===== config.mk =====
export PLATFORM = sky130hd
export DESIGN_NAME = dac_prescaler
export DESIGN_NICKNAME = d
export VERILOG_FILES = /design/src/source/tx_pkg.sv /design/src/source/dac_prescaler.sv
export VERILOG_INCLUDE_DIRS = /design/src /design/src/source
export SDC_FILE = /design/constraint.sdc
export NUM_CORES = 2
export LEC_CHECK = 0
export ABC_AREA = 1
export BUFFER_PORTS_ARGS = -buffer_cell sky130_fd_sc_hd__buf_2
export CAP_MARGIN = 10
export CORE_MARGIN = 2
export CORE_UTILIZATION = 39
export CTS_CLUSTER_DIAMETER = 150
export DETAILED_ROUTE_END_ITERATION = 8
export PLACE_DENSITY = 0.55
export SYNTH_ARGS = -nofsm -noshare
export SYNTH_HDL_FRONTEND = slang
export SYNTH_SLANG_ARGS = --single-unit

===== constraint.sdc =====
create_clock -name dac_clk_i -period 0.8 [get_ports dac_clk_i]
set_clock_uncertainty 0.05 [all_clocks]
set_input_delay 0 -clock dac_clk_i [delete_from_list [all_inputs] [get_ports dac_clk_i]]
set_output_delay 0 -clock dac_clk_i [all_outputs]
set_load 0.1 [all_outputs]

===== src/source/tx_consts.svh =====
// Sizing constants for the DAC transmit chain
// Included by the type package and by every module that sizes logic
`ifndef TX_CONSTS_SVH
`define TX_CONSTS_SVH

// Channel layout
`define TX_CHANNELS    2
`define TX_PAR_SAMPLES 2
`define TX_SAMPLE_W    16

// DDS phase and prescaler fixed point
`define TX_PHASE_W     32
`define TX_SCALE_W     18
`define TX_SCALE_FRAC  16

// AWG frame memory and burst counter
`define TX_AWG_DEPTH   64
`define TX_AWG_ADDR_W  6
`define TX_BURST_W     16

// Derived select widths
`define TX_MUX_SEL_W   ($clog2(2*`TX_CHANNELS))
`define TX_CH_W        ($clog2(`TX_CHANNELS))

`endif


===== src/source/tx_pkg.sv =====
// Types of the transmit chain: register map, AWG state and the beat structs
// Modules refer to these by scoped name in ports and by import in their bodies
`default_nettype none
`include "tx_consts.svh"

package tx_pkg;

  // Register port addresses
  typedef enum logic [3:0] {
    REG_PHASE_INC0  = 4'd0,
    REG_PHASE_INC1  = 4'd1,
    REG_SCALE0      = 4'd2,
    REG_SCALE1      = 4'd3,
    REG_MUX_SEL     = 4'd4,  // 2 bits per channel
    REG_TRIG_EN     = 4'd5,
    REG_FRAME_DEPTH = 4'd6,  // beats minus one
    REG_BURST_LEN   = 4'd7,  // frames, 0 runs continuously
    REG_AWG_CMD     = 4'd8   // bit 0 start, bit 1 stop
  } tx_reg_e;

  // AWG sequencer
  typedef enum logic {
    AWG_IDLE = 1'b0,
    AWG_PLAY = 1'b1
  } awg_state_e;

  typedef logic signed [`TX_SAMPLE_W-1:0] sample_t;

  // One channel beat, sample 0 in the low bits
  typedef struct packed {
    logic                          valid;
    sample_t [`TX_PAR_SAMPLES-1:0] data;
  } tx_beat_t;

  // Datapath configuration
  typedef struct packed {
    logic [`TX_CHANNELS-1:0][`TX_PHASE_W-1:0]   phase_inc;
    logic [`TX_CHANNELS-1:0][`TX_SCALE_W-1:0]   scale;
    logic [`TX_CHANNELS-1:0][`TX_MUX_SEL_W-1:0] mux_sel;
    logic [`TX_CHANNELS-1:0]                    phase_rst;
  } tx_cfg_t;

  // AWG memory write
  typedef struct packed {
    logic                          strobe;
    logic [`TX_CH_W-1:0]           channel;
    logic [`TX_AWG_ADDR_W-1:0]     addr;
    sample_t [`TX_PAR_SAMPLES-1:0] data;
  } awg_wr_t;

endpackage

`default_nettype wire


===== src/source/dac_prescaler.sv =====
// Per channel signed gain ahead of the DAC
// Product is shifted down by the scale fraction and saturated to 16 bits
`timescale 1ns/1ps
`default_nettype none
`include "tx_consts.svh"

module dac_prescaler (
  input  wire                                 dac_clk_i,
  input  wire                                 rst_n_i,
  input  wire tx_pkg::tx_beat_t [`TX_CHANNELS-1:0] beats_i,
  input  wire tx_pkg::tx_cfg_t                cfg_i,
  output tx_pkg::tx_beat_t [`TX_CHANNELS-1:0] beats_o
);
  import tx_pkg::*;

  localparam int PROD_W  = `TX_SAMPLE_W + `TX_SCALE_W;
  localparam int SHIFT_W = PROD_W - `TX_SCALE_FRAC;

  // Scale one sample, truncating toward minus infinity
  function automatic sample_t scale_sample(input sample_t sample,
                                           input logic signed [`TX_SCALE_W-1:0] scale);
    logic signed [PROD_W-1:0]             prod;
    logic signed [SHIFT_W-1:0]            shifted;
    logic [SHIFT_W-`TX_SAMPLE_W:0]        head;
    prod    = sample * scale;
    shifted = SHIFT_W'(prod >>> `TX_SCALE_FRAC);
    // Bits above the sample range must all match the sign
    head    = shifted[SHIFT_W-1:`TX_SAMPLE_W-1];
    if ((&head) || !(|head)) begin
      return shifted[`TX_SAMPLE_W-1:0];
    end else if (shifted[SHIFT_W-1]) begin
      return {1'b1, {(`TX_SAMPLE_W-1){1'b0}}};
    end else begin
      return {1'b0, {(`TX_SAMPLE_W-1){1'b1}}};
    end
  endfunction

  // Valid follows the data through the register
  always_ff @(posedge dac_clk_i or negedge rst_n_i) begin
    if (!rst_n_i) begin
      beats_o <= '0;
    end else begin
      for (int c = 0; c < `TX_CHANNELS; c++) begin
        beats_o[c].valid <= beats_i[c].valid;
        for (int k = 0; k < `TX_PAR_SAMPLES; k++) begin
          beats_o[c].data[k] <= scale_sample(beats_i[c].data[k], cfg_i.scale[c]);
        end
      end
    end
  end

endmodule

`default_nettype wire


# Word level (Yosys, flattened, before mapping)
# Index checks and enable logic that the tools add are counted.
[totals]
reg_bits = 66
in_bits = 174
[classes]
n_mul = 4
muxes = 8
n_reduce_logical = 16
[op_table]
columns = ["cell", "n"]
rows = [
  ["multiplier 16 x 18 -> 34 bit", 4],
  ["two-way mux 16 bit", 8],
  ["AND reduction 3 bit", 4],
  ["OR reduction 3 bit", 4],
  ["zero test 1 bit", 4],
  ["logical OR 1 bit", 4],
]

# Depth between registers and ports, before layout
[depth]
ltp_word = 5
mapped_depth = 32
mapped_depth_nobuf = 29

# Worst setup path after synthesis
# OpenSTA, ideal clock, no wires.
[synth_timing]
kind = "in2reg"
from = "input port beats_i[5] (netlist bit)"
to = "register beats_o[10] (netlist bit)"
setup_ns = 0.117
t_arrival_ns = 5.390
required_ns = 0.633
slack_ns = -4.757
cell_stages = 23
path_buffers = 3
cell_sequence = "clkbuf_1 clkbuf_1 nand2_1 fa_1 fa_1 inv_1 fa_1 fa_1 fa_1 inv_1 fa_1 inv_1 ha_1 a21oi_1 a21boi_0 a21oi_1 nor2_1 nand3_1 nand2_4 inv_2 nand2_4 buf_6 nand2_1"
[synth_between]
elab_chain_len = 5
[synth_lines]
columns = ["item", "line", "text"]
rows = [
  ["start: declaration", "dac_prescaler.sv:10", "input wire tx_pkg::tx_beat_t [`TX_CHANNELS-1:0] beats_i,"],
  ["multiplier 16 x 18 -> 34 bit (*)", "dac_prescaler.sv:25", "prod = sample * scale;"],
  ["OR reduction 3 bit", "dac_prescaler.sv:29", "if ((&head) || !(|head)) begin"],
  ["zero test 1 bit", "dac_prescaler.sv:29", ""],
  ["logical OR 1 bit", "dac_prescaler.sv:29", ""],
  ["two-way mux 16 bit (*)", "dac_prescaler.sv:29", ""],
  ["end: declaration", "dac_prescaler.sv:12", "output tx_pkg::tx_beat_t [`TX_CHANNELS-1:0] beats_o"],
]
# Every way passes the cells marked *; elsewhere a longest branch is shown, timed or not.

# Final worst setup path
[layout_timing]
from = "input port cfg_i[41] (netlist bit)"
to = "register beats_o[37] (netlist bit)"
[layout_between]
elab_chain_len = 5
[layout_lines]
columns = ["item", "line", "text"]
rows = [
  ["start: declaration", "dac_prescaler.sv:11", "input wire tx_pkg::tx_cfg_t cfg_i,"],
  ["multiplier 16 x 18 -> 34 bit (*)", "dac_prescaler.sv:25", ""],
  ["OR reduction 3 bit", "dac_prescaler.sv:29", ""],
  ["zero test 1 bit", "dac_prescaler.sv:29", ""],
  ["logical OR 1 bit", "dac_prescaler.sv:29", ""],
  ["two-way mux 16 bit (*)", "dac_prescaler.sv:29", ""],
]
# Marked as above.

==> reports/qor.csv <==
stage;metric;value;unit
drt;first-pass detailed-route iteration total;7;
sta;unrepaired setup endpoints after global routing;true;
logic_synthesis;post-synth net total;7948;
floorplanning;core footprint;122000;µm²
cells_and_area;proportion of layout cells with a drive suffix above 1;0.243;
clock_network;Clock transition at path regs;0.06;ns
global_route;vias in the first global route;43218;
logic_synthesis;post-synthesis simple-gate area fraction;0.182;
logic_synthesis;YS warnings;0;
cells_and_area;Finished Core Util;0.508;
drt;Routed WL;130000;µm
logic_synthesis;Synth Cell Area;48100;µm²
clock_network;CTS tree;done;
global_route;Total Routing Usage GR;0.215;
setup_path;Max stage delay on crit path;0.63;ns
setup_path;worst path bufs/invs;10;
place;placed insts;8575;
setup_path;most frequent cell on the critical path;fa_1;
drt;post-DR vias/cell;4.55;
sta;Worst-Margin Slew;0.389;ns
setup_path;CP startpoint kind;input port;
global_route;grt ovf;0;
run_status;status;finished, violations left;
job;maxcap violations;0;
sta;worst hold slack;-0.0343;ns
cells_and_area;number of flip-flops in the largest register;66;
place;pre-CTS WS;-4.98;ns
setup_path;Crit Path Max Fanout;8;
clock_network;CTS Buf Count;9;
sta;final-report hold violation count;12;
logic_synthesis;Main synth FF type;dfrtp_1;
setup_path;kind of critical path;in2reg;
floorplanning;die width;355;µm
floorplanning;io pins;240;
global_route;largest net degree at the start of global routing;38;
logic_synthesis;FF+latch count, synth;66;
cells_and_area;nets;8738;
clock_network;Longest Clk Path Bufs;2;
logic_synthesis;EDFF count, synth;0;
setup_path;Critical Path Sink Type;flop;
setup_path;data arrival time of the critical path;5.38;ns
logic_synthesis;Post-Syn Instances;6286;
drt;DRC;0;
drt;first-iteration detailed-routing DRC count;1913;
sta;Final Cycle Share;6.37;
floorplanning;DIE AREA;126000;µm²
place;hpwl dp;112000;µm
clock_network;H-tree Lvls;3;
logic_synthesis;post-synthesis sequential area ratio;0.0343;
sta;Final WS setup;-4.30;ns
global_route;antenna violations before repair;5;
floorplanning;row count;128;
cells_and_area;Finished Layout Cells;8707;
sta;post-layout min period;5.10;ns
sta;Final setup viols;130;
logic_synthesis;Yosys cell types;46;
drt;Avg WL per Cell;14.9;µm
clock_network;Root Driver;clkbuf_16;
logic_synthesis;Synth Area in Adders;0.567;
logic_synthesis;largest family of logic cells by synthesized area;adder cells;
floorplanning;Die Y;355;µm
run_status;failing checks;negative hold slack, negative setup slack;
setup_path;WP data required;1.08;ns
drt;antenna-violating nets left;0;
cells_and_area;Fill cells;11723;
place;Port Buf Inserts;169;
sta;max-slew violation count;0;
clock_network;cts hold-fix bufs;3;
cells_and_area;Area Overhead vs Synth;28.9;%
logic_synthesis;Post-Synth XOR/XNOR Area;0.0115;
cells_and_area;Top Registers;beats_o: 66 flops;
sta;Relative slew margins;0.738;
setup_path;crit-path leading delay family;adder cells;
drt;routed vias;39650;
place;RePlAce Congestion;0.906;
logic_synthesis;asr flop ratio synth;1.00;
logic_synthesis;Syn Area/Cell;7.65;µm²
floorplanning;Initial Util;0.394;
setup_path;crit path max-delay cell type;fa_2;
sta;FMAX;196;MHz
logic_synthesis;Synth Area in Compound Gates;0.0295;
clock_network;CTS Sinks;66;
logic_synthesis;mux contribution to synthesized area;0;
global_route;first-pass GRT wire length;220000;µm
cells_and_area;Largest Register;beats_o;
hold_path;Hold Path Class;in2async;
[layout by cell type (no fill, tap or decap), types with 14 or more instances in the layout]
cell,count
inv_1,1879
nand2_1,1562
fa_1,1112
buf_4,766
ha_1,252
nor2_1,196
nand2_2,172
buf_12,132
nand3_1,80
inv_2,79
ha_4,76
a21oi_1,69
dfrtp_2,56
nand2_4,55
a21oi_2,52
fa_2,44
buf_2,43
nor2_2,42
buf_6,38
xor2_1,33
o21ai_0,28
xnor2_1,25
o21bai_1,21
nand2_8,15
nor2_4,15
o21ai_1,14
[Yosys cell counts (26+ instances only)]
cell	number	area, µm²
inv_1	1968	7390
nand2_1	1752	6580
fa_1	1156	23100
ha_1	332	4150
nor2_1	241	905
clkbuf_1	204	766
a21oi_1	132	661
nand3_1	95	475
dfrtp_1	66	1650
o21ai_0	44	220
nand2_2	37	231
xor2_1	37	324
xnor2_1	26	228
[routing by layer]
layer,track usage,wire [µm],up-vias
met2,0.362,62100,684
li1,-,-,19081
met3,0.0205,4980,124
met4,0.0397,2310,4
met5,0,19,-
met1,0.305,60700,19757
[area by class of cell]
cell class,count,area (µm²),area share
Multi-Input combinational cell,4014,41000,0.661
Clock inverter,3,15.0,0.000242
Tap cell,1625,2030,0.0328
Clock buffer,13,250,0.00404
Inverter,1972,7460,0.120
Sequential cell,66,1720,0.0278
Antenna cell,1,2.50,0.0000404
Timing Repair Buffer,1013,9560,0.154
[final timing paths]
path,to,slack (ns),from,cells after the start
max,beats_o[37],-4.30,cfg_i[41],28
min,beats_o[3],-0.03,rst_n_i,2
max in group asynchronous,beats_o[64],0.15,rst_n_i,3
min in group dac_clk_i,beats_o[32],0.19,beats_i[32],2
[through the flow]
step / TNS [ns] / area [µm²]
after floorplan: -271.06 / 49700
after global placement: -305.51 / 58100
after detailed placement: -307.34 / 58100
after CTS: -285.39 / 60600
after global routing: -301.14 / 62000
final: -286.25 / 62000
[what timing repair did]
action	4_1_cts	5_1_grt
gates resized for setup	411	277
endpoints found under the setup margin	130	130
hold endpoints to repair	68	12
pin swaps	181	170
cloned	10	4
setup buffers	62	39
[cell families after synthesis]
| kind of cell | Yosys count |
|---|---|
| xor gates and xnor gates | 63 |
| adders and majority gates | 1488 |
| DFF | 66 |
| buffers and inverters | 2212 |
| AOI/OAI and AO/OA | 248 |
| and+or+nand+nor | 2209 |
Power is left out: the tool's default activity adds up to more than one toggle a clock period on the data nets, which glitch-free logic cannot reach.
