**src/source/tx_consts.svh**
```systemverilog
// Sizing constants for the DAC transmit chain
// Included by the type package and by every module that sizes logic
`ifndef TX_CONSTS_SVH
`define TX_CONSTS_SVH

// Channel layout
`define TX_CHANNELS    2
`define TX_PAR_SAMPLES 2
`define TX_SAMPLE_W    16

// DDS phase and prescaler fixed point
`define TX_PHASE_W     32
`define TX_SCALE_W     18
`define TX_SCALE_FRAC  16

// AWG frame memory and burst counter
`define TX_AWG_DEPTH   64
`define TX_AWG_ADDR_W  6
`define TX_BURST_W     16

// Derived select widths
`define TX_MUX_SEL_W   ($clog2(2*`TX_CHANNELS))
`define TX_CH_W        ($clog2(`TX_CHANNELS))

`endif

```
**src/source/tx_pkg.sv**
```systemverilog
// Types of the transmit chain: register map, AWG state and the beat structs
// Modules refer to these by scoped name in ports and by import in their bodies
`default_nettype none
`include "tx_consts.svh"

package tx_pkg;

  // Register port addresses
  typedef enum logic [3:0] {
    REG_PHASE_INC0  = 4'd0,
    REG_PHASE_INC1  = 4'd1,
    REG_SCALE0      = 4'd2,
    REG_SCALE1      = 4'd3,
    REG_MUX_SEL     = 4'd4,  // 2 bits per channel
    REG_TRIG_EN     = 4'd5,
    REG_FRAME_DEPTH = 4'd6,  // beats minus one
    REG_BURST_LEN   = 4'd7,  // frames, 0 runs continuously
    REG_AWG_CMD     = 4'd8   // bit 0 start, bit 1 stop
  } tx_reg_e;

  // AWG sequencer
  typedef enum logic {
    AWG_IDLE = 1'b0,
    AWG_PLAY = 1'b1
  } awg_state_e;

  typedef logic signed [`TX_SAMPLE_W-1:0] sample_t;

  // One channel beat, sample 0 in the low bits
  typedef struct packed {
    logic                          valid;
    sample_t [`TX_PAR_SAMPLES-1:0] data;
  } tx_beat_t;

  // Datapath configuration
  typedef struct packed {
    logic [`TX_CHANNELS-1:0][`TX_PHASE_W-1:0]   phase_inc;
    logic [`TX_CHANNELS-1:0][`TX_SCALE_W-1:0]   scale;
    logic [`TX_CHANNELS-1:0][`TX_MUX_SEL_W-1:0] mux_sel;
    logic [`TX_CHANNELS-1:0]                    phase_rst;
  } tx_cfg_t;

  // AWG memory write
  typedef struct packed {
    logic                          strobe;
    logic [`TX_CH_W-1:0]           channel;
    logic [`TX_AWG_ADDR_W-1:0]     addr;
    sample_t [`TX_PAR_SAMPLES-1:0] data;
  } awg_wr_t;

endpackage

`default_nettype wire

```
**src/source/channel_mux.sv**
```systemverilog
// Routes any AWG or DDS stream to each output channel
// One register stage, valid travels with its data
`timescale 1ns/1ps
`default_nettype none
`include "tx_consts.svh"

module channel_mux (
  input  wire                                     dac_clk_i,
  input  wire                                     rst_n_i,
  input  wire tx_pkg::tx_beat_t [2*`TX_CHANNELS-1:0] beats_i,
  input  wire tx_pkg::tx_cfg_t                    cfg_i,
  output tx_pkg::tx_beat_t [`TX_CHANNELS-1:0]     beats_o
);

  // Inputs 0..CH-1 are AWG, CH..2CH-1 are DDS
  // Several outputs may pick the same input
  always_ff @(posedge dac_clk_i or negedge rst_n_i) begin
    if (!rst_n_i) begin
      beats_o <= '0;
    end else begin
      for (int c = 0; c < `TX_CHANNELS; c++) begin
        beats_o[c] <= beats_i[cfg_i.mux_sel[c]];
      end
    end
  end

endmodule

`default_nettype wire

```
**config.mk**
```make
export PLATFORM = sky130hd
export DESIGN_NAME = channel_mux
export DESIGN_NICKNAME = d
export VERILOG_FILES = /design/src/source/tx_pkg.sv /design/src/source/channel_mux.sv
export VERILOG_INCLUDE_DIRS = /design/src /design/src/source
export SDC_FILE = /design/constraint.sdc
export NUM_CORES = 1
export LEC_CHECK = 0
export ABC_AREA = 1
export BUFFER_PORTS_ARGS = -buffer_cell sky130_fd_sc_hd__buf_2
export CAP_MARGIN = 25
export CORE_AREA = 2 2 118 120
export DETAILED_ROUTE_END_ITERATION = 12
export DIE_AREA = 0 0 120 122
export HOLD_SLACK_MARGIN = 0.05
export PLACE_DENSITY = 0.73
export SETUP_SLACK_MARGIN = 0.15
export SLEW_MARGIN = 40
export SYNTH_ARGS = -nofsm -noshare
export SYNTH_HDL_FRONTEND = slang
export SYNTH_SLANG_ARGS = --single-unit
export TNS_END_PERCENT = 1
```
**constraint.sdc**
```tcl
create_clock -name dac_clk_i -period 0.8 [get_ports dac_clk_i]
set_input_delay 0.08 -clock dac_clk_i [delete_from_list [all_inputs] [get_ports dac_clk_i]]
set_output_delay 0.08 -clock dac_clk_i [all_outputs]
set_load 0.01 [all_outputs]
```
Word level (Yosys, flattened, before mapping)
Index checks and enable logic that the tools add are counted.

cells by class
  $lt $le $gt $ge = 2
  mux-type cells = 4

operators by type and width
  cell                                                                  number
  33-bit binary-select mux with 2-bit select                            2
  33-bit 2-to-1 mux                                                     2
  2-bit by 3-bit < comparator with 1-bit output, second input constant  2

word-level totals
  output and inout port bits = 66
  register bits = 66

Longest topological paths before layout
Gate-level depths: netlist of run 1.

  depth after elaboration = 2
  mapped depth = 6
  gate-level depth less buffers = 4

Least setup slack after synthesis of run 1
No wires, ideal clock.

  kind = input-to-reg
  from = in cfg_i[3] in the netlist's numbering
  to = reg beats_o[10] in the netlist's numbering
  buffers on the path = 2
  required time = 683 ps
  setup time = 117 ps
  slack = 138 ps
  cell stages on the path = 5
  data arrival time = 545 ps
  cells stage by stage = buf_2 inv_2 buf_2 nand3_1 nand2_1

between the ends
  cells in the longest elaborated chain, start to end = 2

RTL lines
  what                                        line               RTL
  from (decl)                                 channel_mux.sv:11  input wire tx_pkg::tx_cfg_t cfg_i,
  33-bit binary-select mux with 2-bit select  channel_mux.sv:22  beats_o[c] <= beats_i[cfg_i.mux_sel[c]];
  33-bit 2-to-1 mux (implied by the code)     channel_mux.sv:22
  to (signal, indexed assignment)             channel_mux.sv:22
  to (decl)                                   channel_mux.sv:12  output tx_pkg::tx_beat_t [`TX_CHANNELS-1:0] beats_o

No other way between the ends. The select of a mux whose other input is x is not followed.

Final worst setup path of run 1
  from = reg beats_o[44] in the netlist's numbering
  to = out beats_o[44] in the netlist's numbering

No word-level cell between the ends.

==> flow_summary.ini, run 1 <==
[finish]
fin_cells = 1087
largest_reg_flops = 66
area_delta_synth_final_pct = 35.8
antenna_cells = 0
n_fill_cell = 1393
top_register = beats_o
nets = 1143
largestRegisters = beats_o (66)
drive_above_1_share = 0.336

[power]
p_leak_uw = 0.00365
design_power_total_uw = 9720
p_per_area_mw_per_mm2 = 1610
vdd_drop_max_mv = 0.702

[routing]
drc_errors = 0
drtIter0Drc = 372
ant_nets = 0
vias_per_cell = 4.49
routed_wl_mm = 13.5
vias = 4885
wire_per_inst_um = 12.5
dr.pass1.iters = 5

[floorplanning]
coreArea_mm2 = 0.0135
die_w_um = 120
dieArea_mm2 = 0.0146
rows = 43
initial_core_util = 0.328
die_y_um = 122
pin_count = 306

[timing]
max-slew-margin-rel = 0.773
drv_slew = 0
rsz0062_at_grt = true
fmax_mhz = 1070
period_share = 1.17
min_period_ps = 937
setup_ws_ps = -137
setup_viol = 66
hold_violations = 0
tightest_slew_ps = 341

[min_path]
min-delay-start = beats_i[23]
hold_path.class = in2reg

[setup_path]
crit_family = flip-flops
path_class = reg2out
end_kind = output pin
path_buf_inv = 1
path_max_fanout = 1
cp_slowest_stage_delay_ps = 380
critPathRequiredTime_ps = 720
startpoint_type = flip-flop
cp.arrival_ps = 860
crit_path_cell_trace = buf_2
startpoint = beats_o[44]
crit_slowest_cell = dfrtp_1

[run]
cap_violations = 0

[clock_tree]
clkSlewWorstSetupHoldPaths_ps = 50
htreeDepth = 3
cts.sinks = 66
cts_tree = built
clock_path_buffers = 2
cts-root-buf = clkbuf_16
cts_buffers = 9
postCtsSetupBuffers = 0

[global_routing]
grt_busiest_layer = met2
grt_max_degree = 36
grt_usage = 0.187
grtUsageMet3 = 0.0529
grt_util_met1 = 0.223
antenna_found_initial = 1
grt_util_met2 = 0.316
first_global_vias = 4608
grt_pass1_wl_mm = 21.6
grt.overflow.total = 0

[synthesis]
syn_nets = 946
synth.distinct_cells = 10
avgSynthCellArea_um2 = 6.28
postSynthCellCount = 706
yosysSeqAreaShare = 0.373
synth_area_mm2 = 0.00443
ys_ff_latch = 66
yosys_warnings = 0

[placed_design]
place_inst = 1071
gp_congestion = 0.812
dp_hpwl_mm = 9.81
io_buffers = 203

[status]
status = finished, violations left
violations = negative setup slack
[per-stage QoR]
step           cell area [um^2]  worst slack [ps]  utilization  hold slack [ps]  setup TNS (ps)
5_1_grt                    6020              -167        0.446             51.0           -9210
4_1_cts                    6000              -162        0.444             24.1           -8420
3_5_place_dp               5710              -109        0.423             65.1           -3890
3_3_place_gp               5710             -83.4        0.423             65.6           -2780
2_1_floorplan              4450               144            -             -216               0
6_report                   6020              -137        0.446             43.5           -6970
[synth_stat cells]
cell type	instances	area (um^2)
buf_2	22	110
inv_2	25	93.8
buf_6	16	180
nand2_1	330	1240
dfrtp_1	66	1650
nand3_1	132	661
buf_4	4	30.0
clkinv_2	41	205
clkinv_1	3	11.3
inv_1	67	251
[report_power, final]
group	switching, uW	internal (uW)	total, uW	leakage (uW)
Combinational	1390	1070	2460	0.00275
Clock	1430	2070	3500	0.000122
Sequential	107	3660	3770	0.000775
Total	2930	6790	9720	0.00365
[timing repair]
item / 4_1_cts / 5_1_grt
gates resized for setup: 4 / 3
endpoints found under the hold margin: 109 / 0
hold buffers: 1 / 0
setup endpoints to repair: 66 / 66
[layer usage]
layer  part of all wire  vias to the layer above
li1                   -                     2473
met5                  0                        -
met3              0.084                       28
met4              0.021                        0
met2               0.49                      214
met1               0.40                     2170
[logic make-up after synthesis]
logic type | after synthesis | synth area share
flip-flops | 66 | 0.373
buffers and inverters | 178 | 0.199
AND/OR/NAND/NOR | 462 | 0.428
[final timing paths]
path | slack, ps | to | depth (start not counted)
min in group asynchronous | 260 | beats_o[15] | 3
max in group asynchronous | 350 | beats_o[63] | 3
setup / recovery | -140 | beats_o[44] | 1
hold / removal | 40 | beats_o[23] | 5
[cell type report]
type | count | area [um^2] | area share
Inverter | 136 | 562 | 0.0933
Sequential cell | 66 | 1650 | 0.274
Tap cell | 180 | 225 | 0.0374
Timing Repair Buffer | 228 | 1430 | 0.237
Clock inverter | 3 | 17.5 | 0.00291
Clock buffer | 12 | 236 | 0.0393
Multi-Input combinational cell | 462 | 1900 | 0.316
[layout by cell type (no fill, tap or decap)]
master	instances
nand2_1	330
buf_2	195
nand3_1	132
inv_1	67
dfrtp_1	66
clkinv_2	43
inv_2	25
buf_12	14
buf_4	11
clkbuf_16	9
buf_6	7
clkinv_1	3
clkbuf_1	3
clkinvlp_4	1
dlygate4sd3_1	1
(Power assumes the default switching activity.)
==> run 2: changes to the inputs <==
- CAP_MARGIN: 25 -> 5
- PLACE_DENSITY: 0.73 -> 0.76
==> run 2 against run 1 <==
Effect of this change: the run still ends with negative setup slack left; combinational power hardly changed; global-route usage is 0.26 points higher; core utilization up 0.32 points; sequential share of layout area shrank 0.20 points; via count grew 1.8%.
==> flow_summary.ini, run 2 (synthesis gave the netlist of run 1 again) <==
[global_routing]
grt_pass1_wl_mm = 21.8
antenna_found_initial = 0
grt_max_degree = 41
grt_usage = 0.189
first_global_vias = 4586
grt.overflow.total = 0

[run]
cap_violations = 0

[timing]
setup_viol = 66
fmax_mhz = 1070
rsz0062_at_grt = true
max-slew-margin-rel = 0.772
drv_slew = 0
setup_tns_ps = -7040
min_period_ps = 931
setup_ws_ps = -131
tightest_slew_ps = 342
period_share = 1.16
hold_violations = 0

[floorplanning]
rows = 43
die_y_um = 122
initial_core_util = 0.328
dieArea_mm2 = 0.0146
pin_count = 306
die_w_um = 120
coreArea_mm2 = 0.0135

[power]
design_power_total_uw = 10300
vdd_drop_max_mv = 0.784
p_leak_uw = 0.00366
p_per_area_mw_per_mm2 = 1700

[routing]
dr.pass1.iters = 5
wire_per_inst_um = 12.6
ant_nets = 0
drtIter0Drc = 354
routed_wl_mm = 13.6
vias_per_cell = 4.58
drc_errors = 0
vias = 4975

[finish]
area_delta_synth_final_pct = 36.8
drive_above_1_share = 0.338
largest_reg_flops = 66
multi_input_area_mm2 = 0.00190
n_fill_cell = 1391
antenna_cells = 0
top_register = beats_o
regArea_mm2 = 0.00165
largestRegisters = beats_o (66)
final_cell_mix = nand2_1 (330), buf_2 (192), nand3_1 (132)
nets = 1141
layout_commonest_cell = nand2_1
fin_area_mm2 = 0.00606

[setup_path]
end_kind = output pin
crit_slowest_cell = dfrtp_1
path_buf_inv = 1
startpoint_type = flip-flop
path_max_fanout = 1
path_class = reg2out
crit_family = flip-flops
cp.arrival_ps = 850
crit_path_cell_trace = buf_2
cp_slowest_stage_delay_ps = 380
critPathRequiredTime_ps = 720

[status]
violations = negative setup slack
status = finished, violations left

[clock_tree]
cts-root-buf = clkbuf_16
cts.sinks = 66
cts_buffers = 9
cts_tree = built
htreeDepth = 3
postCtsSetupBuffers = 0
clkSlewWorstSetupHoldPaths_ps = 60
clock_path_buffers = 2

[min_path]
hold_end = beats_o[23]
min_path_cells = 5
min-delay-start = beats_i[23]
hold_path.class = in2reg

[placed_design]
gp_congestion = 0.811
dp_hpwl_mm = 9.94
io_buffers = 203
placed_area_mm2 = 0.00568
[run 2: cell types whose count changed in the layout (fill, tap and decap cells not counted), sizes merged]
cell      previous run  this run
clkinv              46        45
buf                227       225
bufinv               0         1
clkinvlp             1         2
[run 2: worst max-delay path by stage]
stage	depth (start not counted)	from	to	slack [ps]
3_5_place_dp	5	cfg_i[4]	beats_o[50]	-90
3_3_place_gp	5	cfg_i[4]	beats_o[54]	-70
5_1_grt	1	beats_o[5]	beats_o[5]	-170
6_report	1	beats_o[58]	beats_o[58]	-130
4_1_cts	1	beats_o[5]	beats_o[5]	-150
2_1_floorplan	5	cfg_i[5]	beats_o[34]	140
[run 2: layout make-up]
class / instances / area share
clock buffers: 12 / 0.0423
clock inverters: 4 / 0.00825
inverters: 136 / 0.0927
multi-input cells: 462 / 0.313
flip-flops and latches: 66 / 0.272
well taps: 180 / 0.0371
repair buffers: 226 / 0.234
[run 2: repair_timing]
action | CTS | global route
gates cloned | 0 | 0
gates resized for setup | 7 | 3
hold buffers | 1 | 0
setup endpoints to repair | 66 | 66
endpoints found under the hold margin | 97 | 0
[run 2: stage by stage]
stage | worst slack [ps] | hold WS (ps) | util | instances
3_5_place_dp | -87.6 | 70.5 | 0.421 | 1069
6_report | -131 | 43.4 | 0.449 | 1086
5_1_grt | -168 | 51.2 | 0.449 | 1086
3_3_place_gp | -69.9 | 70.3 | 0.421 | 1069
4_1_cts | -154 | 29.9 | 0.448 | 1086
2_1_floorplan | 144 | -216 | - | 706
[run 2: metal layers]
layer	track usage	part of all wire	up-vias
met2	0.314	0.48	227
met1	0.230	0.41	2238
li1	-	-	2472
met4	0.0868	0.030	0
met3	0.0496	0.081	38
met5	0	0	-
[run 2: where the power goes]
part | internal, uW | switching (uW)
clock | 2580 | 1510
combinational | 1070 | 1400
sequential | 3660 | 100
total | 7310 | 3010
