[src/source/tx_consts.svh]
// Sizing constants for the DAC transmit chain
// Included by the type package and by every module that sizes logic
`ifndef TX_CONSTS_SVH
`define TX_CONSTS_SVH

// Channel layout
`define TX_CHANNELS    2
`define TX_PAR_SAMPLES 2
`define TX_SAMPLE_W    16

// DDS phase and prescaler fixed point
`define TX_PHASE_W     32
`define TX_SCALE_W     18
`define TX_SCALE_FRAC  16

// AWG frame memory and burst counter
`define TX_AWG_DEPTH   64
`define TX_AWG_ADDR_W  6
`define TX_BURST_W     16

// Derived select widths
`define TX_MUX_SEL_W   ($clog2(2*`TX_CHANNELS))
`define TX_CH_W        ($clog2(`TX_CHANNELS))

`endif

[src/source/tx_pkg.sv]
// Types of the transmit chain: register map, AWG state and the beat structs
// Modules refer to these by scoped name in ports and by import in their bodies
`default_nettype none
`include "tx_consts.svh"

package tx_pkg;

  // Register port addresses
  typedef enum logic [3:0] {
    REG_PHASE_INC0  = 4'd0,
    REG_PHASE_INC1  = 4'd1,
    REG_SCALE0      = 4'd2,
    REG_SCALE1      = 4'd3,
    REG_MUX_SEL     = 4'd4,  // 2 bits per channel
    REG_TRIG_EN     = 4'd5,
    REG_FRAME_DEPTH = 4'd6,  // beats minus one
    REG_BURST_LEN   = 4'd7,  // frames, 0 runs continuously
    REG_AWG_CMD     = 4'd8   // bit 0 start, bit 1 stop
  } tx_reg_e;

  // AWG sequencer
  typedef enum logic {
    AWG_IDLE = 1'b0,
    AWG_PLAY = 1'b1
  } awg_state_e;

  typedef logic signed [`TX_SAMPLE_W-1:0] sample_t;

  // One channel beat, sample 0 in the low bits
  typedef struct packed {
    logic                          valid;
    sample_t [`TX_PAR_SAMPLES-1:0] data;
  } tx_beat_t;

  // Datapath configuration
  typedef struct packed {
    logic [`TX_CHANNELS-1:0][`TX_PHASE_W-1:0]   phase_inc;
    logic [`TX_CHANNELS-1:0][`TX_SCALE_W-1:0]   scale;
    logic [`TX_CHANNELS-1:0][`TX_MUX_SEL_W-1:0] mux_sel;
    logic [`TX_CHANNELS-1:0]                    phase_rst;
  } tx_cfg_t;

  // AWG memory write
  typedef struct packed {
    logic                          strobe;
    logic [`TX_CH_W-1:0]           channel;
    logic [`TX_AWG_ADDR_W-1:0]     addr;
    sample_t [`TX_PAR_SAMPLES-1:0] data;
  } awg_wr_t;

endpackage

`default_nettype wire

[src/source/tx_ctrl.sv]
// Register file, AWG play sequencer and trigger output of the transmit chain
// Decodes the register port and paces AWG frames against the burst length
`timescale 1ns/1ps
`default_nettype none
`include "tx_consts.svh"

module tx_ctrl (
  input  wire                                dac_clk_i,
  input  wire                                rst_n_i,
  input  wire                                reg_wr_i,
  input  wire tx_pkg::tx_reg_e               reg_addr_i,
  input  wire [31:0]                         reg_wdata_i,
  input  wire                                frame_start_i,
  output tx_pkg::tx_cfg_t                    cfg_o,
  output logic                               awg_run_o,
  output logic [`TX_AWG_ADDR_W-1:0]          frame_last_addr_o,
  output logic                               trigger_o,
  output logic                               busy_o
);
  import tx_pkg::*;

  // Configuration registers
  logic [`TX_CHANNELS-1:0][`TX_PHASE_W-1:0]   phase_inc_q;
  logic [`TX_CHANNELS-1:0][`TX_SCALE_W-1:0]   scale_q;
  logic [`TX_CHANNELS-1:0][`TX_MUX_SEL_W-1:0] mux_sel_q;
  logic                                       trig_en_q;
  logic [`TX_AWG_ADDR_W-1:0]                  frame_depth_q;
  logic [`TX_BURST_W-1:0]                     burst_len_q;

  // Sequencer state
  awg_state_e                                 state_q;
  logic [`TX_AWG_ADDR_W-1:0]                  rd_addr_q;
  logic [`TX_BURST_W-1:0]                     frame_cnt_q;
  logic [`TX_BURST_W:0]                       frames_seen;
  logic                                       cmd_wr;
  logic                                       cmd_start;
  logic                                       cmd_stop;
  logic                                       burst_done;

  //////////////////////////////////////////////////////////////////////
  // Register writes
  //////////////////////////////////////////////////////////////////////
  always_ff @(posedge dac_clk_i or negedge rst_n_i) begin
    if (!rst_n_i) begin
      phase_inc_q   <= '0;
      scale_q       <= '0;
      mux_sel_q     <= '0;
      trig_en_q     <= 1'b0;
      frame_depth_q <= '0;
      burst_len_q   <= '0;
    end else if (reg_wr_i) begin
      case (reg_addr_i)
        REG_PHASE_INC0:  phase_inc_q[0] <= reg_wdata_i[`TX_PHASE_W-1:0];
        REG_PHASE_INC1:  phase_inc_q[1] <= reg_wdata_i[`TX_PHASE_W-1:0];
        REG_SCALE0:      scale_q[0] <= reg_wdata_i[`TX_SCALE_W-1:0];
        REG_SCALE1:      scale_q[1] <= reg_wdata_i[`TX_SCALE_W-1:0];
        REG_MUX_SEL:     mux_sel_q <= reg_wdata_i[`TX_CHANNELS*`TX_MUX_SEL_W-1:0];
        REG_TRIG_EN:     trig_en_q <= reg_wdata_i[0];
        REG_FRAME_DEPTH: frame_depth_q <= reg_wdata_i[`TX_AWG_ADDR_W-1:0];
        REG_BURST_LEN:   burst_len_q <= reg_wdata_i[`TX_BURST_W-1:0];
        default: ;
      endcase
    end
  end

  // Phase reset pulses straight from the write strobe
  // so the DDS clears on the same edge as the new increment lands
  always_comb begin
    cfg_o.phase_inc    = phase_inc_q;
    cfg_o.scale        = scale_q;
    cfg_o.mux_sel      = mux_sel_q;
    cfg_o.phase_rst[0] = reg_wr_i && (reg_addr_i == REG_PHASE_INC0);
    cfg_o.phase_rst[1] = reg_wr_i && (reg_addr_i == REG_PHASE_INC1);
  end

  //////////////////////////////////////////////////////////////////////
  // AWG sequencer
  //////////////////////////////////////////////////////////////////////
  assign cmd_wr    = reg_wr_i && (reg_addr_i == REG_AWG_CMD);
  assign cmd_start = cmd_wr && reg_wdata_i[0];
  assign cmd_stop  = cmd_wr && reg_wdata_i[1];

  // Frames begun so far: counted pulses, the pulse in flight,
  // and the frame whose address 0 is being read right now
  assign frames_seen = {1'b0, frame_cnt_q}
                     + (`TX_BURST_W+1)'(frame_start_i)
                     + (`TX_BURST_W+1)'(rd_addr_q == '0);

  // Last beat of the final burst frame is being read
  assign burst_done = (burst_len_q != '0) && (rd_addr_q == frame_depth_q) &&
                      (frames_seen == {1'b0, burst_len_q});

  always_ff @(posedge dac_clk_i or negedge rst_n_i) begin
    if (!rst_n_i) begin
      state_q     <= AWG_IDLE;
      rd_addr_q   <= '0;
      frame_cnt_q <= '0;
    end else begin
      case (state_q)
        AWG_IDLE: begin
          rd_addr_q   <= '0;
          frame_cnt_q <= '0;
          if (cmd_start && !cmd_stop) begin
            state_q <= AWG_PLAY;
          end
        end
        AWG_PLAY: begin
          // Tracks the player read address
          rd_addr_q <= (rd_addr_q == frame_depth_q) ? '0 : rd_addr_q + 1'b1;
          if (frame_start_i) begin
            frame_cnt_q <= frame_cnt_q + 1'b1;
          end
          if (cmd_stop || burst_done) begin
            state_q <= AWG_IDLE;
          end
        end
        default: state_q <= AWG_IDLE;
      endcase
    end
  end

  // Trigger one cycle behind frame start
  always_ff @(posedge dac_clk_i or negedge rst_n_i) begin
    if (!rst_n_i) begin
      trigger_o <= 1'b0;
    end else begin
      trigger_o <= frame_start_i && trig_en_q;
    end
  end

  assign awg_run_o         = (state_q == AWG_PLAY);
  assign busy_o            = awg_run_o;
  assign frame_last_addr_o = frame_depth_q;

endmodule

`default_nettype wire

[config.mk]
export PLATFORM = sky130hd
export DESIGN_NAME = tx_ctrl
export DESIGN_NICKNAME = d
export VERILOG_FILES = /design/src/source/tx_pkg.sv /design/src/source/tx_ctrl.sv
export VERILOG_INCLUDE_DIRS = /design/src /design/src/source
export SDC_FILE = /design/constraint.sdc
export NUM_CORES = 1
export LEC_CHECK = 0
export ABC_CLOCK_PERIOD_IN_PS = 2700
export BUFFER_PORTS_ARGS = -buffer_cell sky130_fd_sc_hd__buf_4
export CAP_MARGIN = 15
export CORE_UTILIZATION = 30
export DETAILED_ROUTE_END_ITERATION = 8
export PLACE_DENSITY = 0.61
export SETUP_SLACK_MARGIN = 0.15
export SLEW_MARGIN = 0
export SYNTH_ARGS = -nofsm -noshare
export SYNTH_HDL_FRONTEND = slang
export SYNTH_SLANG_ARGS = --single-unit
export TNS_END_PERCENT = 5
[constraint.sdc]
create_clock -name dac_clk_i -period 2.7 [get_ports dac_clk_i]
set_clock_uncertainty 0.2 [all_clocks]
set_input_delay 0 -clock dac_clk_i [delete_from_list [all_inputs] [get_ports dac_clk_i]]
set_output_delay 0 -clock dac_clk_i [all_outputs]
set_load 0.005 [all_outputs]
# Word level (Yosys, flattened, before mapping)

Index checks and enable logic that the tools add are counted.

Bits in registers: 151
Bits of input ports: 40
Output and inout port bits: 115
Word-level logic and storage cells: 58

$add $sub $neg: 4
Equality and inequality tests: 11
Multiplexer cells: 7
Bitwise gates (word level): 1
Reductions and logical operators: 22

Operators by type and width:

| kind                                                 | count |
|---|---|
| case mux 16 bit (2 select lines)                     | 1 |
| adder 16 x 1 -> 17 bit                               | 1 |
| adder 17 x 1 -> 17 bit                               | 1 |
| equality test 17 x 16 -> 1 bit                       | 1 |
| adder 16 x 1 -> 16 bit (second input constant)       | 1 |
| equality test 4 x 3 -> 1 bit (second input constant) | 4 |
| two-way mux 16 bit                                   | 1 |
| AND reduction 2 bit                                  | 8 |
| nonzero test 16 bit                                  | 1 |
| case mux 6 bit (2 select lines)                      | 1 |
| logical AND 1 bit                                    | 9 |
| equality test 4 x 2 -> 1 bit (second input constant) | 2 |
| adder 6 x 1 -> 6 bit (second input constant)         | 1 |
| equality test 6 bit                                  | 1 |
| zero test 6 bit                                      | 1 |
| two-way mux 6 bit                                    | 1 |
| equality test 4 x 1 -> 1 bit (second input constant) | 1 |
| equality test 4 bit (second input constant)          | 1 |
| zero test 4 bit                                      | 1 |
| two-way mux 1 bit                                    | 2 |
| != test 2 bit (second input constant)                | 1 |
| case mux 1 bit (2 select lines)                      | 1 |
| zero test 1 bit                                      | 1 |
| logical OR 1 bit                                     | 1 |
| NOT 1 bit                                            | 1 |

# Longest topological paths before layout

Depth in word-level cells: 7
Depth in mapped cells: 11
Depth with buffers taken out: 11

# Least setup slack after synthesis

No wires, ideal clock.

Path kind: reg2reg
From: register rd_addr_q[0]
To: register state_q (netlist: awg_run_o)
Library setup time: 0.136 ns
Arrival time: 2.488 ns
Required time: 2.364 ns
Path slack: -0.125 ns
Stages on the path, launching flop included: 12
Path buffers: 0
Clock period less this slack: 2.825 ns
Cell sequence: dfrtp_1 inv_1 ha_1 and2_1 fa_1 ha_1 nand3_1 and2b_1 a31oi_1 nand4b_1 a2111oi_2 a31oi_1

Longest elaborated chain between the ends: 7
Elaborated cells between the ends (all ways): 9
Those cells by class: add/sub: 1; eq/ne: 2; mux: 2; reduce/logical: 4

Ends and longest elaborated chain:

| element                           | RTL line       | RTL |
|---|---|---|
| from (decl)                       | tx_ctrl.sv:32  | `` logic [`TX_AWG_ADDR_W-1:0] rd_addr_q; `` |
| from (signal assigned)            | tx_ctrl.sv:109 | `rd_addr_q <= (rd_addr_q == frame_depth_q) ? '0 : rd_addr_q + 1'b1;` |
| zero test 6 bit                   | tx_ctrl.sv:87  | `` + (`TX_BURST_W+1)'(rd_addr_q == '0); `` |
| adder 17 x 1 -> 17 bit            | tx_ctrl.sv:85  | `assign frames_seen = {1'b0, frame_cnt_q}` |
| equality test 17 x 16 -> 1 bit    | tx_ctrl.sv:91  | `(frames_seen == {1'b0, burst_len_q});` |
| logical AND 1 bit *               | tx_ctrl.sv:90  | `assign burst_done = (burst_len_q != '0) && (rd_addr_q == frame_depth_q) &&` |
| logical OR 1 bit *                | tx_ctrl.sv:113 | `if (cmd_stop \|\| burst_done) begin` |
| two-way mux 1 bit *               | tx_ctrl.sv:113 |  |
| case mux 1 bit (2 select lines) * | tx_ctrl.sv:99  | `case (state_q)` |
| to (signal assigned)              | tx_ctrl.sv:95  | `state_q <= AWG_IDLE;` |
| to (signal assigned)              | tx_ctrl.sv:114 | `state_q <= AWG_IDLE;` |
| to (signal assigned)              | tx_ctrl.sv:117 | `default: state_q <= AWG_IDLE;` |
| to (decl)                         | tx_ctrl.sv:31  | `awg_state_e state_q;` |

Every way passes the cells marked *; elsewhere a longest branch is shown, timed or not.
A chain may end at the register's enable or synchronous reset.

# Worst setup path after layout

Ends and elaborated chain as after synthesis.

==> flow_summary.json <==
{
  "globalRoute.totalOverflow": 0,
  "unrepaired_setup_endpoints_after_global_routing": "true",
  "initial_cell_density_of_the_core_pct": 30.5,
  "mappedNetlistNets": 666,
  "grtUsageMet3_pct": 4.85,
  "worst-endpoint-required_ps": 2780,
  "initial_antenna_violation_count": 0,
  "finalCoreUtilization_pct": 42.2,
  "post_synth_inst_count": 621,
  "grt_pass1_wl_mm": 28.5,
  "post-route-drc-count": 0,
  "cts_tree": "built",
  "ctsRootBufferMaster": "clkbuf_16",
  "max-vdd-ir-drop_v": 0.000445,
  "cts_made_buffers": 17,
  "critical_path.startpoint": "rd_addr_q[0]",
  "ios": 155,
  "clock_sink_count": 151,
  "syn_to_final_growth_pct": 38.3,
  "crit-reg2reg-launch": "rd_addr_q[0]",
  "gp_routability_congestion": 0.837,
  "drive_above_1_share_pct": 26.6,
  "grt_peak_use_layer": "met2",
  "worstHoldEndpoint": "cfg_o[98]",
  "fmax_mhz": 399,
  "pwr_cell_area_mw_per_mm2": 769,
  "hold_start": "reg_wdata_i[24]",
  "finalMaxSlewViolations": 0,
  "grt.total_usage_pct": 16.4,
  "power.static_leakage_nw": 4.54,
  "synthesis.area_per_instance_um2": 10.7,
  "placementRows": 54,
  "gr-usage-met2_pct": 25.9,
  "setup.worst_path.class": "register to register",
  "layout_commonest_cell": "nand2_1",
  "timing.final.crit_share_pct": 92.7,
  "use_met1_pct": 21.5,
  "ratio_of_routed_vias_to_standard_cells": 4.60,
  "final_cell_mix": "nand2_1, buf_4, dfrtp_1, mux2_1, dlygate4sd3_1",
  "number_of_diodes_added_for_antenna_fixing": 0,
  "tns_ps": 0,
  "path_clk_slew_ps": 60,
  "critical_path_arrival_ps": 2590,
  "ys_dominant_reg_cell": "dfrtp_1",
  "synth_top_family_by_area": "simple AND/OR/NAND/NOR gates",
  "post_synth_and_or_nand_nor_area_fraction_pct": 20.4,
  "ys_seq_elements": 151,
  "wl_mm": 17.6,
  "dieHeight_um": 151,
  "slew_headroom_pct": 50.8,
  "worstSkewPairLatency_ps": 410,
  "clockBufferDepth": 2,
  "share_of_the_synthesized_area_in_compound_gates_ao_oa_aoi_oai_pct": 2.73,
  "die-area_mm2": 0.0227,
  "post_synth_xor_area_fraction_pct": 5.41,
  "final-hold-violation-count": 0,
  "end_kind": "register",
  "r2r_end": "awg_run_o",
  "worst-r2r-setup-slack_ps": 200,
  "max_cap_viol_count": 0,
  "final_antenna_net_count": 0,
  "async_reset_ff_share_pct": 100,
  "critical_path.max_fanout": 6,
  "worst_hold_path_type": "input pin to register",
  "synthesis.area_mm2": 0.00664,
  "routedWlPerCell_um": 15.8,
  "portion_of_netlist_area_occupied_by_mux_cells_pct": 10.8,
  "ys_warns": 0,
  "worstMarginPinSlew_ps": 737,
  "dpl.hpwl_mm": 12.0,
  "dr.first_iter.drc_count": 214,
  "chipWidth_um": 151,
  "grt_pass1_vias": 5194,
  "final_critical_path_time_including_i_o_delays_and_setup_ps": 2500,
  "coreArea_mm2": 0.0218,
  "reg2reg_depth": 11,
  "synth_edf_count": 0,
  "drt_first_pass_iters": 4,
  "routed-via-count": 5114,
  "worst_hold_path.num_cells": 4,
  "synthDistinctLibCells": 53,
  "status": "finished clean",
  "grt_start_max_net_pins": 61,
  "type_of_element_launching_the_critical_path": "register",
  "timing.final.setup_violations": 0,
  "yosysSeqAreaShare_pct": 56.9,
  "h-tree-depth": 4,
  "finish.net_count": 864,
  "synth-adder-area-share_pct": 1.06,
  "port_buffers": 154
}
## sequential cells by signal, indices dropped and copies added (netlist names)
name,count
frame_cnt_q,16
rd_addr_q,6
trigger_o,1
trig_en_q,1
cfg_o,104
awg_run_o,1
burst_len_q,16
frame_last_addr_o,6
## cell usage after synthesis (2+ instances only)
| library cell | instances | area share [%] |
|---|---|---|
| and3_1 | 5 | 0.47 |
| inv_2 | 2 | 0.11 |
| xor2_1 | 16 | 2.1 |
| dfrtp_1 | 151 | 57 |
| a21o_1 | 3 | 0.34 |
| mux2_1 | 62 | 11 |
| clkbuf_1 | 15 | 0.85 |
| buf_4 | 4 | 0.45 |
| nand4_1 | 4 | 0.38 |
| a21boi_1 | 2 | 0.23 |
| inv_1 | 5 | 0.28 |
| a31oi_1 | 5 | 0.47 |
| xnor2_1 | 25 | 3.3 |
| or3_1 | 4 | 0.38 |
| and2_1 | 14 | 1.3 |
| and4_1 | 5 | 0.66 |
| a21oi_1 | 6 | 0.45 |
| nor4_1 | 6 | 0.57 |
| nand3_1 | 15 | 1.1 |
| nor3_2 | 2 | 0.30 |
| nand3b_1 | 3 | 0.34 |
| buf_2 | 6 | 0.45 |
| nor3b_2 | 2 | 0.38 |
| nor2b_1 | 2 | 0.19 |
| ha_1 | 4 | 0.75 |
| nand2_1 | 210 | 12 |
| o21ai_0 | 3 | 0.23 |
| nor2_1 | 13 | 0.73 |
| buf_6 | 3 | 0.51 |
## kinds of logic (layout without fill, tap and decap cells)
family | Yosys count | in the layout
buffers and inverters | 35 | 246
adders and majority gates | 5 | 5
muxes | 64 | 64
xor gates and xnor gates | 41 | 41
AOI/OAI and AO/OA | 27 | 27
DFF | 151 | 151
and+or+nand+nor | 298 | 298
## routing by layer
metal,vias up,routed length [um],part of all wire [%]
li1,2445,-,-
met1,2541,7870,45
met2,111,8470,48
met3,17,958,5.4
met4,0,319,1.8
met5,-,0,0
## how the worst max path moves through the flow
| stage | endpoint | slack (ps) |
|---|---|---|
| floorplan | awg_run_o | 150 |
| global placement | awg_run_o | 170 |
| detailed placement | awg_run_o | 150 |
| CTS | awg_run_o | 170 |
| global route | awg_run_o | 50 |
| finish | awg_run_o | 200 |
## area by class of cell
class | count | area, um^2
well taps | 280 | 350
flip-flops and latches | 151 | 3780
multi-input cells | 435 | 2730
fillers | 2076 | 12600
inverters | 7 | 26.3
clock inverters | 10 | 141
repair buffers | 207 | 1670
clock buffers | 22 | 484
## stage by stage
| stage | total power, mW | instances | cell area [um^2] | hold WS [ps] | worst slack, ps |
|---|---|---|---|---|---|
| after floorplan | 3.63 | 621 | 6670 | -496 | 151 |
| after global placement | 4.54 | 1039 | 8130 | -181 | 167 |
| after detailed placement | 4.56 | 1039 | 8130 | -177 | 147 |
| after CTS | 7.14 | 1111 | 9160 | 106 | 168 |
| after global routing | 7.45 | 1112 | 9180 | 115 | 54.7 |
| final | 7.06 | 1112 | 9180 | 129 | 196 |
## report_power, final
part	internal (mW)	switching (mW)
logic	0.903	0.659
clock network	1.56	0.934
registers	2.70	0.304
## what timing repair did
item	CTS	global route
pin swaps	2	2
setup endpoints to repair	1	1
endpoints found under the hold margin	286	0
buffers inserted	0	1
hold buffers	40	0
resized for setup	0	3
## critical path, stage by stage (launching register included)
cell and delay [ps]:
dfrtp_1 350, inv_1 50, ha_1 180, and2_4 130
fa_2 360, ha_4 190, nand3_4 100, and2b_1 210
a31oi_1 140, nand4b_1 130, a2111oi_2 210, a31oi_1 120
Power figures use the tool's default switching activity.
